## src/common/dac_pkg.sv

```systemverilog
// shared widths, timing constants, config key, states and pin structs for the dac design
`default_nettype none

package dac_pkg;

  // dac element banks
  localparam int DSD_TAPS = 8;

  // one bank of element drive bits
  typedef logic [DSD_TAPS-1:0] dsd_bank_t;

  // full element drive for both channels
  typedef struct packed {
    dsd_bank_t lp;
    dsd_bank_t ln;
    dsd_bank_t rp;
    dsd_bank_t rn;
  } dsd_out_t;

  // raw dsd input pins
  typedef struct packed {
    logic bck;
    logic left;
    logic right;
  } dsd_in_t;

  // raw clock chip pins
  typedef struct packed {
    logic bck;
    logic lrck;
  } clk_chip_t;

  // clock chip configuration key, sent msb first
  localparam int CFG_KEY_BITS = 64;
  localparam logic [CFG_KEY_BITS-1:0] CFG_KEY = 64'h0aa5_aab5_a55a_aa50;

  // chip bck rising edges per key bit
  localparam int CFG_HOLD_TICKS = 4;
  // whole key is sent this many times
  localparam int CFG_REPEATS = 3;

  // sequencer counter widths
  localparam int HOLD_W = $clog2(CFG_HOLD_TICKS);
  localparam int KEY_IDX_W = $clog2(CFG_KEY_BITS);
  localparam int REP_W = $clog2(CFG_REPEATS);

  // lrck period measurement
  localparam int PERIOD_W = 12;
  localparam logic [PERIOD_W-1:0] PERIOD_MAX = '1;
  // pass when the period is below this many mclk cycles
  localparam int SELFTEST_LIMIT = 200;

  // element scrambler
  localparam int DEM_PATTERNS = 32;
  localparam int DEM_IDX_W = $clog2(DEM_PATTERNS);

  // configurator states
  typedef enum logic [1:0] {
    CFG_IDLE,
    CFG_SEND,
    CFG_MEASURE,
    CFG_DONE
  } cfg_state_e;

endpackage

`default_nettype wire

```

## src/clock138/clock138_sequencer.sv

```systemverilog
// clock chip configurator FSM, shifts the key out on chip bck ticks and then runs the self-test
`timescale 1ns/1ns
`default_nettype none

module clock138_sequencer (
  input  logic                         mclk,
  input  logic                         cfg_rst_n,
  input  logic                         chip_bck_tick_i,
  input  logic                         lrck_fall_i,
  input  logic                         measure_ack_i,
  input  logic [dac_pkg::PERIOD_W-1:0] period_count_i,
  output logic                         measure_req_o,
  output logic                         chip_data_o,
  output logic                         self_test_o,
  output logic                         cfg_done_o
);
  import dac_pkg::*;

  cfg_state_e state;

  // position in the key stream
  logic [HOLD_W-1:0]    hold_cnt;
  logic [KEY_IDX_W-1:0] bit_idx;
  logic [REP_W-1:0]     rep_cnt;
  logic [KEY_IDX_W-1:0] key_sel;
  logic                 hold_last;
  logic                 bit_last;
  logic                 rep_last;

  logic chip_data;
  logic measure_req;
  logic pass;
  logic cfg_done;

  // msb first
  assign key_sel = KEY_IDX_W'(CFG_KEY_BITS - 1) - bit_idx;

  assign hold_last = (hold_cnt == HOLD_W'(CFG_HOLD_TICKS - 1));
  assign bit_last  = (bit_idx == KEY_IDX_W'(CFG_KEY_BITS - 1));
  assign rep_last  = (rep_cnt == REP_W'(CFG_REPEATS - 1));

  always_ff @(posedge mclk or negedge cfg_rst_n) begin
    if (!cfg_rst_n) begin
      state       <= CFG_IDLE;
      hold_cnt    <= '0;
      bit_idx     <= '0;
      rep_cnt     <= '0;
      chip_data   <= 1'b0;
      measure_req <= 1'b0;
      pass        <= 1'b0;
      cfg_done    <= 1'b0;
    end else begin
      case (state)
        CFG_IDLE: begin
          // chip is ready once lrck runs
          if (lrck_fall_i) begin
            state <= CFG_SEND;
          end
        end
        CFG_SEND: begin
          if (chip_bck_tick_i) begin
            chip_data <= CFG_KEY[key_sel];
            if (hold_last) begin
              hold_cnt <= '0;
              if (bit_last) begin
                bit_idx <= '0;
                if (rep_last) begin
                  // last tick of the last key, start the self-test
                  state       <= CFG_MEASURE;
                  measure_req <= 1'b1;
                end else begin
                  rep_cnt <= rep_cnt + 1'b1;
                end
              end else begin
                bit_idx <= bit_idx + 1'b1;
              end
            end else begin
              hold_cnt <= hold_cnt + 1'b1;
            end
          end
        end
        CFG_MEASURE: begin
          // data line rests low after the key
          if (chip_bck_tick_i) begin
            chip_data <= 1'b0;
          end
          // sample count and release the request
          if (measure_req && measure_ack_i) begin
            pass        <= (period_count_i < PERIOD_W'(SELFTEST_LIMIT));
            measure_req <= 1'b0;
            cfg_done    <= 1'b1;
            state       <= CFG_DONE;
          end
        end
        CFG_DONE: begin
          // results held until reset
          state <= CFG_DONE;
        end
        default: begin
          state <= CFG_IDLE;
        end
      endcase
    end
  end

  assign measure_req_o = measure_req;
  assign chip_data_o   = chip_data;
  assign self_test_o   = pass;
  assign cfg_done_o    = cfg_done;

endmodule

`default_nettype wire

```

## src/clock138/lrck_period_timer.sv

```systemverilog
// measures one lrck period in mclk cycles on a req/ack request from the configurator
`timescale 1ns/1ns
`default_nettype none

module lrck_period_timer (
  input  logic                         mclk,
  input  logic                         cfg_rst_n,
  input  logic                         lrck_fall_i,
  input  logic                         measure_req_i,
  output logic                         measure_ack_o,
  output logic [dac_pkg::PERIOD_W-1:0] period_count_o
);
  import dac_pkg::*;

  // timer control
  typedef enum logic [1:0] {
    TMR_IDLE,
    TMR_ARMED,
    TMR_COUNT,
    TMR_ACK
  } tmr_state_e;

  tmr_state_e          state;
  logic [PERIOD_W-1:0] count;

  always_ff @(posedge mclk or negedge cfg_rst_n) begin
    if (!cfg_rst_n) begin
      state <= TMR_IDLE;
      count <= '0;
    end else begin
      case (state)
        TMR_IDLE: begin
          // ack is low here so a new request may start
          if (measure_req_i) begin
            state <= TMR_ARMED;
          end
        end
        TMR_ARMED: begin
          // first fall opens the window
          if (lrck_fall_i) begin
            count <= PERIOD_W'(1);
            state <= TMR_COUNT;
          end
        end
        TMR_COUNT: begin
          // count frozen from here until the next request
          if (lrck_fall_i) begin
            state <= TMR_ACK;
          end else if (count != PERIOD_MAX) begin
            count <= count + 1'b1;
          end
        end
        TMR_ACK: begin
          if (!measure_req_i) begin
            state <= TMR_IDLE;
          end
        end
        default: begin
          state <= TMR_IDLE;
        end
      endcase
    end
  end

  assign measure_ack_o  = (state == TMR_ACK);
  assign period_count_o = count;

endmodule

`default_nettype wire

```

## src/dsd/dsd_history.sv

```systemverilog
// dsd pin synchronizer and eight-tap bit histories, drives the positive and negative banks
`timescale 1ns/1ns
`default_nettype none

module dsd_history (
  input  logic              mclk,
  input  logic              reset_n,
  input  dac_pkg::dsd_in_t  dsd_i,
  output dac_pkg::dsd_out_t hist_o,
  output logic              step_o
);
  import dac_pkg::*;

  // two-stage pin synchronizer
  dsd_in_t pin_q1;
  dsd_in_t pin_q2;
  logic    bck_prev;
  logic    bck_rise;

  dsd_bank_t hist_l;
  dsd_bank_t hist_r;
  logic      step_q;
  dsd_out_t  bank_q;

  // negative bank is mirrored and inverted
  function automatic dsd_bank_t inv_rev(input dsd_bank_t b);
    dsd_bank_t r;
    for (int i = 0; i < DSD_TAPS; i++) begin
      r[i] = ~b[DSD_TAPS-1-i];
    end
    return r;
  endfunction

  assign bck_rise = pin_q2.bck & ~bck_prev;

  always_ff @(posedge mclk or negedge reset_n) begin
    if (!reset_n) begin
      pin_q1   <= '0;
      pin_q2   <= '0;
      bck_prev <= 1'b0;
      hist_l   <= '0;
      hist_r   <= '0;
      step_q   <= 1'b0;
      bank_q   <= '{lp: '0, ln: '1, rp: '0, rn: '1};
    end else begin
      pin_q1   <= dsd_i;
      pin_q2   <= pin_q1;
      bck_prev <= pin_q2.bck;
      step_q   <= bck_rise;
      // newest bit enters at bit 0
      if (bck_rise) begin
        hist_l <= {hist_l[DSD_TAPS-2:0], pin_q2.left};
        hist_r <= {hist_r[DSD_TAPS-2:0], pin_q2.right};
      end
      // banks follow one cycle after the shift
      if (step_q) begin
        bank_q.lp <= hist_l;
        bank_q.ln <= inv_rev(hist_l);
        bank_q.rp <= hist_r;
        bank_q.rn <= inv_rev(hist_r);
      end
    end
  end

  assign hist_o = bank_q;
  assign step_o = step_q;

endmodule

`default_nettype wire

```

## src/dsd/dem_scrambler.sv

```systemverilog
// element shuffler for the positive banks, pair-wise permutation stepped once per dsd bit
`timescale 1ns/1ns
`default_nettype none

module dem_scrambler (
  input  logic              mclk,
  input  logic              reset_n,
  input  logic              step_i,
  input  logic              scramble_en_i,
  input  dac_pkg::dsd_out_t hist_i,
  output dac_pkg::dsd_out_t dac_o
);
  import dac_pkg::*;

  logic [DEM_IDX_W-1:0] pat_idx;
  // four two-bit pair selects, group 0 in the low bits
  logic [7:0]           pat;

  // pattern table as {p3, p2, p1, p0}
  function automatic logic [7:0] pat_of(input logic [DEM_IDX_W-1:0] idx);
    case (idx)
      5'd0:  return {2'd3, 2'd2, 2'd1, 2'd0};
      5'd1:  return {2'd2, 2'd3, 2'd1, 2'd0};
      5'd2:  return {2'd3, 2'd1, 2'd2, 2'd0};
      5'd3:  return {2'd1, 2'd3, 2'd2, 2'd0};
      5'd4:  return {2'd2, 2'd1, 2'd3, 2'd0};
      5'd5:  return {2'd1, 2'd2, 2'd3, 2'd0};
      5'd6:  return {2'd3, 2'd2, 2'd0, 2'd1};
      5'd7:  return {2'd2, 2'd3, 2'd0, 2'd1};
      5'd8:  return {2'd0, 2'd3, 2'd2, 2'd1};
      5'd9:  return {2'd3, 2'd0, 2'd2, 2'd1};
      5'd10: return {2'd2, 2'd0, 2'd3, 2'd1};
      5'd11: return {2'd0, 2'd2, 2'd3, 2'd1};
      5'd12: return {2'd1, 2'd0, 2'd3, 2'd2};
      5'd13: return {2'd0, 2'd1, 2'd3, 2'd2};
      5'd14: return {2'd0, 2'd3, 2'd1, 2'd2};
      5'd15: return {2'd3, 2'd0, 2'd1, 2'd2};
      5'd16: return {2'd3, 2'd1, 2'd0, 2'd2};
      5'd17: return {2'd1, 2'd3, 2'd0, 2'd2};
      5'd18: return {2'd1, 2'd2, 2'd0, 2'd3};
      5'd19: return {2'd2, 2'd1, 2'd0, 2'd3};
      5'd20: return {2'd2, 2'd0, 2'd1, 2'd3};
      5'd21: return {2'd0, 2'd2, 2'd1, 2'd3};
      5'd22: return {2'd1, 2'd0, 2'd2, 2'd3};
      5'd23: return {2'd0, 2'd1, 2'd2, 2'd3};
      // extra patterns reuse earlier orders
      5'd24: return {2'd0, 2'd1, 2'd2, 2'd3};
      5'd25: return {2'd0, 2'd3, 2'd1, 2'd2};
      5'd26: return {2'd1, 2'd3, 2'd2, 2'd0};
      5'd27: return {2'd3, 2'd2, 2'd0, 2'd1};
      5'd28: return {2'd0, 2'd2, 2'd3, 2'd1};
      5'd29: return {2'd3, 2'd2, 2'd1, 2'd0};
      5'd30: return {2'd2, 2'd1, 2'd0, 2'd3};
      default: return {2'd0, 2'd1, 2'd3, 2'd2};
    endcase
  endfunction

  // output pair g takes source pair sel, so the ones count is kept
  function automatic dsd_bank_t permute(input dsd_bank_t x, input logic [7:0] sel);
    dsd_bank_t y;
    logic [1:0] p;
    for (int g = 0; g < DSD_TAPS / 2; g++) begin
      p = sel[2*g +: 2];
      y[2*g]   = x[DSD_TAPS - 1 - 2*p];
      y[2*g+1] = x[DSD_TAPS - 2 - 2*p];
    end
    return y;
  endfunction

  // pattern index steps with every new dsd bit
  always_ff @(posedge mclk or negedge reset_n) begin
    if (!reset_n) begin
      pat_idx <= '0;
    end else if (step_i) begin
      pat_idx <= pat_idx + 1'b1;
    end
  end

  assign pat = pat_of(pat_idx);

  // negative banks never scrambled
  always_comb begin
    dac_o = hist_i;
    if (scramble_en_i) begin
      dac_o.lp = permute(hist_i.lp, pat);
      dac_o.rp = permute(hist_i.rp, pat);
    end
  end

endmodule

`default_nettype wire

```

## src/source/dac_top.sv

```systemverilog
// top of the dac playback logic, clock chip sync and edge ticks plus the configurator and dsd path
`timescale 1ns/1ns
`default_nettype none

module dac_top (
  input  logic               mclk,
  input  logic               reset_n,
  input  dac_pkg::clk_chip_t chip_i,
  input  logic [1:0]         chip_en_i,
  input  dac_pkg::dsd_in_t   dsd_i,
  input  logic               scramble_en_i,
  output logic               chip_data_o,
  output logic               self_test_o,
  output logic               cfg_done_o,
  output dac_pkg::dsd_out_t  dac_o
);
  import dac_pkg::*;

  // clock chip pins, two sync stages plus a history stage
  clk_chip_t chip_q1;
  clk_chip_t chip_q2;
  clk_chip_t chip_q3;

  logic chip_bck_tick;
  logic lrck_fall;
  logic cfg_rst_n;

  // sequencer to timer handshake
  logic                measure_req;
  logic                measure_ack;
  logic [PERIOD_W-1:0] period_count;

  dsd_out_t hist;
  logic     hist_step;

  // configurator idles while both oscillators are off
  assign cfg_rst_n = reset_n & (|chip_en_i);

  // ticks land three cycles after the pin edge
  always_ff @(posedge mclk or negedge reset_n) begin
    if (!reset_n) begin
      chip_q1       <= '0;
      chip_q2       <= '0;
      chip_q3       <= '0;
      chip_bck_tick <= 1'b0;
      lrck_fall     <= 1'b0;
    end else begin
      chip_q1       <= chip_i;
      chip_q2       <= chip_q1;
      chip_q3       <= chip_q2;
      chip_bck_tick <= chip_q2.bck & ~chip_q3.bck;
      lrck_fall     <= ~chip_q2.lrck & chip_q3.lrck;
    end
  end

  clock138_sequencer u_seq (
    .mclk            (mclk),
    .cfg_rst_n       (cfg_rst_n),
    .chip_bck_tick_i (chip_bck_tick),
    .lrck_fall_i     (lrck_fall),
    .measure_ack_i   (measure_ack),
    .period_count_i  (period_count),
    .measure_req_o   (measure_req),
    .chip_data_o     (chip_data_o),
    .self_test_o     (self_test_o),
    .cfg_done_o      (cfg_done_o)
  );

  lrck_period_timer u_timer (
    .mclk           (mclk),
    .cfg_rst_n      (cfg_rst_n),
    .lrck_fall_i    (lrck_fall),
    .measure_req_i  (measure_req),
    .measure_ack_o  (measure_ack),
    .period_count_o (period_count)
  );

  // dsd path, history banks then scrambler
  dsd_history u_hist (
    .mclk    (mclk),
    .reset_n (reset_n),
    .dsd_i   (dsd_i),
    .hist_o  (hist),
    .step_o  (hist_step)
  );

  dem_scrambler u_dem (
    .mclk          (mclk),
    .reset_n       (reset_n),
    .step_i        (hist_step),
    .scramble_en_i (scramble_en_i),
    .hist_i        (hist),
    .dac_o         (dac_o)
  );

endmodule

`default_nettype wire

```

## config.mk

```make
export PLATFORM = sky130hd
export DESIGN_NAME = dac_top
export DESIGN_NICKNAME = d
export VERILOG_FILES = /design/src/common/dac_pkg.sv /design/src/clock138/clock138_sequencer.sv /design/src/clock138/lrck_period_timer.sv /design/src/dsd/dsd_history.sv /design/src/dsd/dem_scrambler.sv /design/src/source/dac_top.sv
export SDC_FILE = /design/constraint.sdc
export NUM_CORES = 1
export LEC_CHECK = 0
export ABC_AREA = 1
export BUFFER_PORTS_ARGS = -buffer_cell sky130_fd_sc_hd__buf_4
export CORE_MARGIN = 2
export CORE_UTILIZATION = 30
export DETAILED_ROUTE_END_ITERATION = 10
export PLACE_DENSITY = 0.53
export RECOVER_POWER = 50
export SKIP_LAST_GASP = 1
export SYNTH_ARGS = -nofsm -noshare
export SYNTH_HDL_FRONTEND = slang
export SYNTH_SLANG_ARGS = --single-unit
```

## constraint.sdc

```tcl
create_clock -name mclk -period 2.3 [get_ports mclk]
set_input_delay 0.46 -clock mclk [delete_from_list [all_inputs] [get_ports mclk]]
set_output_delay 0.46 -clock mclk [all_outputs]
set_load 0.01 [all_outputs]
```

==> qor.yml <==
status: "finished with violations"
violations: "max-capacitance violations, max-slew violations, negative setup slack"
hold_class: "in -> reg"
crit_slowest_cell: "dfrtp_1"
core_sq_um: 18700
overflow: 0
rows: 50
clock_sinks: 99
layout_commonest_cell: "nand2_1"
synth-edff-count: 0
pwr-share-seq_pct: 22.2
cp_data_arrival_time_ps: 2130
dpl_worst_slack_ps: -54.4
cts_htree_levels: 3
wl_per_cell_microns: 14.7
maxSlewHeadroom_pct: -16.3
yosysWarnings: 0
area_delta_synth_final_pct: 28.3
maxCapViolations: 1
synth-seq-cells: 99
drive_above_1_share_pct: 29.5
required_ps: 1840
endpoint_kind: "output pin"
crit_fanout: 5
num-nets-final: 836
critical_path_buf_inv_count: 5
muxShareOfSynthArea_pct: 0
fin_crit_ps: 2590
regArea_sq_um: 2500
initial_core_util_pct: 30.6
rsz0062_at_grt: "yes"
worst_slack_ps: -290
ios: 45
via_per_inst: 4.83
synth_cell_type_count: 42
critPathMaxStageDelay_ps: 390
diodes: 0
p_sw_mw: 4.78
dieWidth_microns: 142
path_depth: 14
crit_chain: "inv_2, buf_6, ha_4, inv_2, nand2_2, nand3_2, nand3_4, buf_6, nand3_2, nand3_2, nand2_1, nand2_1, nand2_2, buf_4"
critPathLaunch: "u_dem.pat_idx[1]$_DFFE_PN0P_"
fin_cells: 1041
multiInputGateArea_sq_um: 3140
syn_area_sq_um: 5720
drt_iter0_drc: 251
numCtsBuffers: 9
synth_adder_area_share_pct: 5.25
p_leak_nw: 3.54
portBuffers: 44
switching_share_pct: 45.1
placed_cells: 1015
ys_seq_area_share_pct: 43.6
gp_congestion: 0.880
cts_tree: "yes"
drtPass1Iterations: 4
critPathLaunchType: "flip-flop"
final_cell_mix: "nand2_1 (215), dfrtp_1 (82), nand3_1 (66), inv_1 (56), buf_4 (51)"
synth_compound_area_share_pct: 9.53
synth_top_family_by_area: "simple AND/OR/NAND/NOR gates"
drt_wl_total_microns: 15300
grt_pass1_vias: 4787
total_power_mw: 10.6
max-vdd-ir-drop_mv: 0.511
detail-route-antenna-nets: 0
dieArea_sq_um: 20200
fmax_mhz: 386
stdcell_area_sq_um: 7340
clk_path_buf_depth: 2
fin_skew_ps: 7.25
clkPwrFrac_pct: 14.8
syn_nets: 766
worst_hold_slack_ps: 240
synth_xor_xnor_area_share_pct: 1.68
synth_cells: 732
cts.clk_slew.worst_paths_ps: 70
cts_hold_buf: 0
drc: 0
die_y_microns: 142
ys_dominant_reg_cell: "dfrtp_1"
p_comb_share_pct: 63.1
setup.worst_path.class: "reg -> out"
r2r_cells: 9
endpoint: "dac_o[13]"
dp_hpwl_microns: 10800
hold_violations: 0
dpl_cell_area_sq_um: 6460
postSynthAreaPerCell_sq_um: 7.82
grt_max_degree: 70
via_count: 5025
antenna_found_initial: 0
clockRootBuffer: "clkbuf_16"
r2r-end: "u_timer.period_count_o[10]$_DFFE_PN0P_"
fin_crit_sh_pct: 113
slew_violations: 70
p_int_mw: 5.82
cpMostUsedCell: "nand3_2"
clock_latency_ps: 350
worst_slew_pin_slew_ps: 1740
yosys.area_share.simple_pct: 31.3
grt_pass1_wl_microns: 25100
nFillCells: 1864
ys_async_sr_fraction_pct: 100
r2r-start: "u_timer.state[0]$_DFFE_PN0P_"
rrSetupSlack_ps: 470
grtUsageTotal_pct: 15.6
setup_viol: 16
critical-path-top-delay-family: "simple AND/OR/NAND/NOR gates"
power.density_nw_per_um2: 1440
==> state kept, by name, indices dropped and copies added, names as in the netlist, 3 cells and up <==
name / flops
u_timer.period_count_o: 12
u_hist.hist_o: 32
u_hist.pin_q1: 3
u_hist.hist_l: 8
u_seq.bit_idx: 6
u_hist.pin_q2: 3
u_hist.hist_r: 8
u_dem.pat_idx: 5
==> power groups by stage <==
| stage | sequential [mW] | clock (mW) | combinational, mW |
|---|---|---|---|
| final | 2.35 | 1.57 | 6.69 |
| after global routing | 2.40 | 1.70 | 7.32 |
| after CTS | 2.35 | 1.62 | 6.11 |
| after detailed placement | 2.37 | 0 | 5.16 |
| after global placement | 2.37 | 0 | 5.17 |
| after floorplan | 2.33 | 0 | 3.36 |
==> how the worst min path moves through the flow <==
stage               slack, ps                       start  depth (start not counted)                    endpoint
floorplan                 160                     reset_n                          0     chip_bck_tick$_DFF_PN0_
global placement          330  u_hist.pin_q1[0]$_DFF_PN0_                          0  u_hist.pin_q2[0]$_DFF_PN0_
detailed placement        330  u_hist.pin_q1[1]$_DFF_PN0_                          0  u_hist.pin_q2[1]$_DFF_PN0_
CTS                       200                    dsd_i[0]                          1  u_hist.pin_q1[0]$_DFF_PN0_
global route              220                    dsd_i[0]                          1  u_hist.pin_q1[0]$_DFF_PN0_
finish                    240                    dsd_i[0]                          1  u_hist.pin_q1[0]$_DFF_PN0_
==> logic make-up (layout without fill, tap and decap cells) <==
| kind of cell | after synthesis | count (layout) |
|---|---|---|
| compound gates | 89 | 89 |
| xor+xnor | 11 | 11 |
| fa+ha+maj | 24 | 24 |
| buf+inv | 106 | 180 |
| flops | 99 | 99 |
| simple gates | 403 | 404 |
==> stage by stage <==
stage,utilization (%),TNS [ps]
floorplan,-,0
global placement,34.6,-101
detailed placement,34.6,-119
CTS,38.2,-4210
global route,39.3,-11760
finish,39.3,-3920
==> cell type report <==
class	instances	share of cell area, %
Multi-Input combinational cell	528	42.7
Sequential cell	99	34.0
Clock inverter	5	0.852
Clock buffer	11	3.31
Inverter	72	3.78
Tap cell	234	3.99
Timing Repair Buffer	92	11.3
==> cell usage after synthesis, types with 3 or more instances <==
library cell	count	area (sq um)
nand2_1	246	923
nand3_1	88	440
dfrtp_1	83	2080
inv_1	62	233
o21ai_0	40	200
nor2_1	28	105
ha_1	24	300
buf_4	19	143
dfstp_2	16	420
a21oi_1	13	65.1
o21a_1	13	97.6
nand4_1	12	75.1
clkbuf_1	11	41.3
inv_2	10	37.5
xor2_1	10	87.6
nand2_2	8	50.1
o21ai_1	7	35.0
nor3_1	6	30.0
o211ai_1	4	30.0
buf_6	3	33.8
==> metal layers <==
layer  GRT usage (%)  vias to the layer above  routed length, microns
met5               0                        -                       0
met1            20.9                     2383                    7300
li1                -                     2502                       -
met2            25.4                      111                    7030
met3            2.93                       29                     542
met4            5.32                        0                     391
==> timing repair <==
| action | in CTS | in global routing |
|---|---|---|
| pin swaps | 40 | 40 |
| setup endpoints to repair | 16 | 16 |
| resized for setup | 82 | 48 |
| buffers inserted | 6 | 2 |
| gates cloned | 1 | 1 |
(Power assumes the default switching activity.)
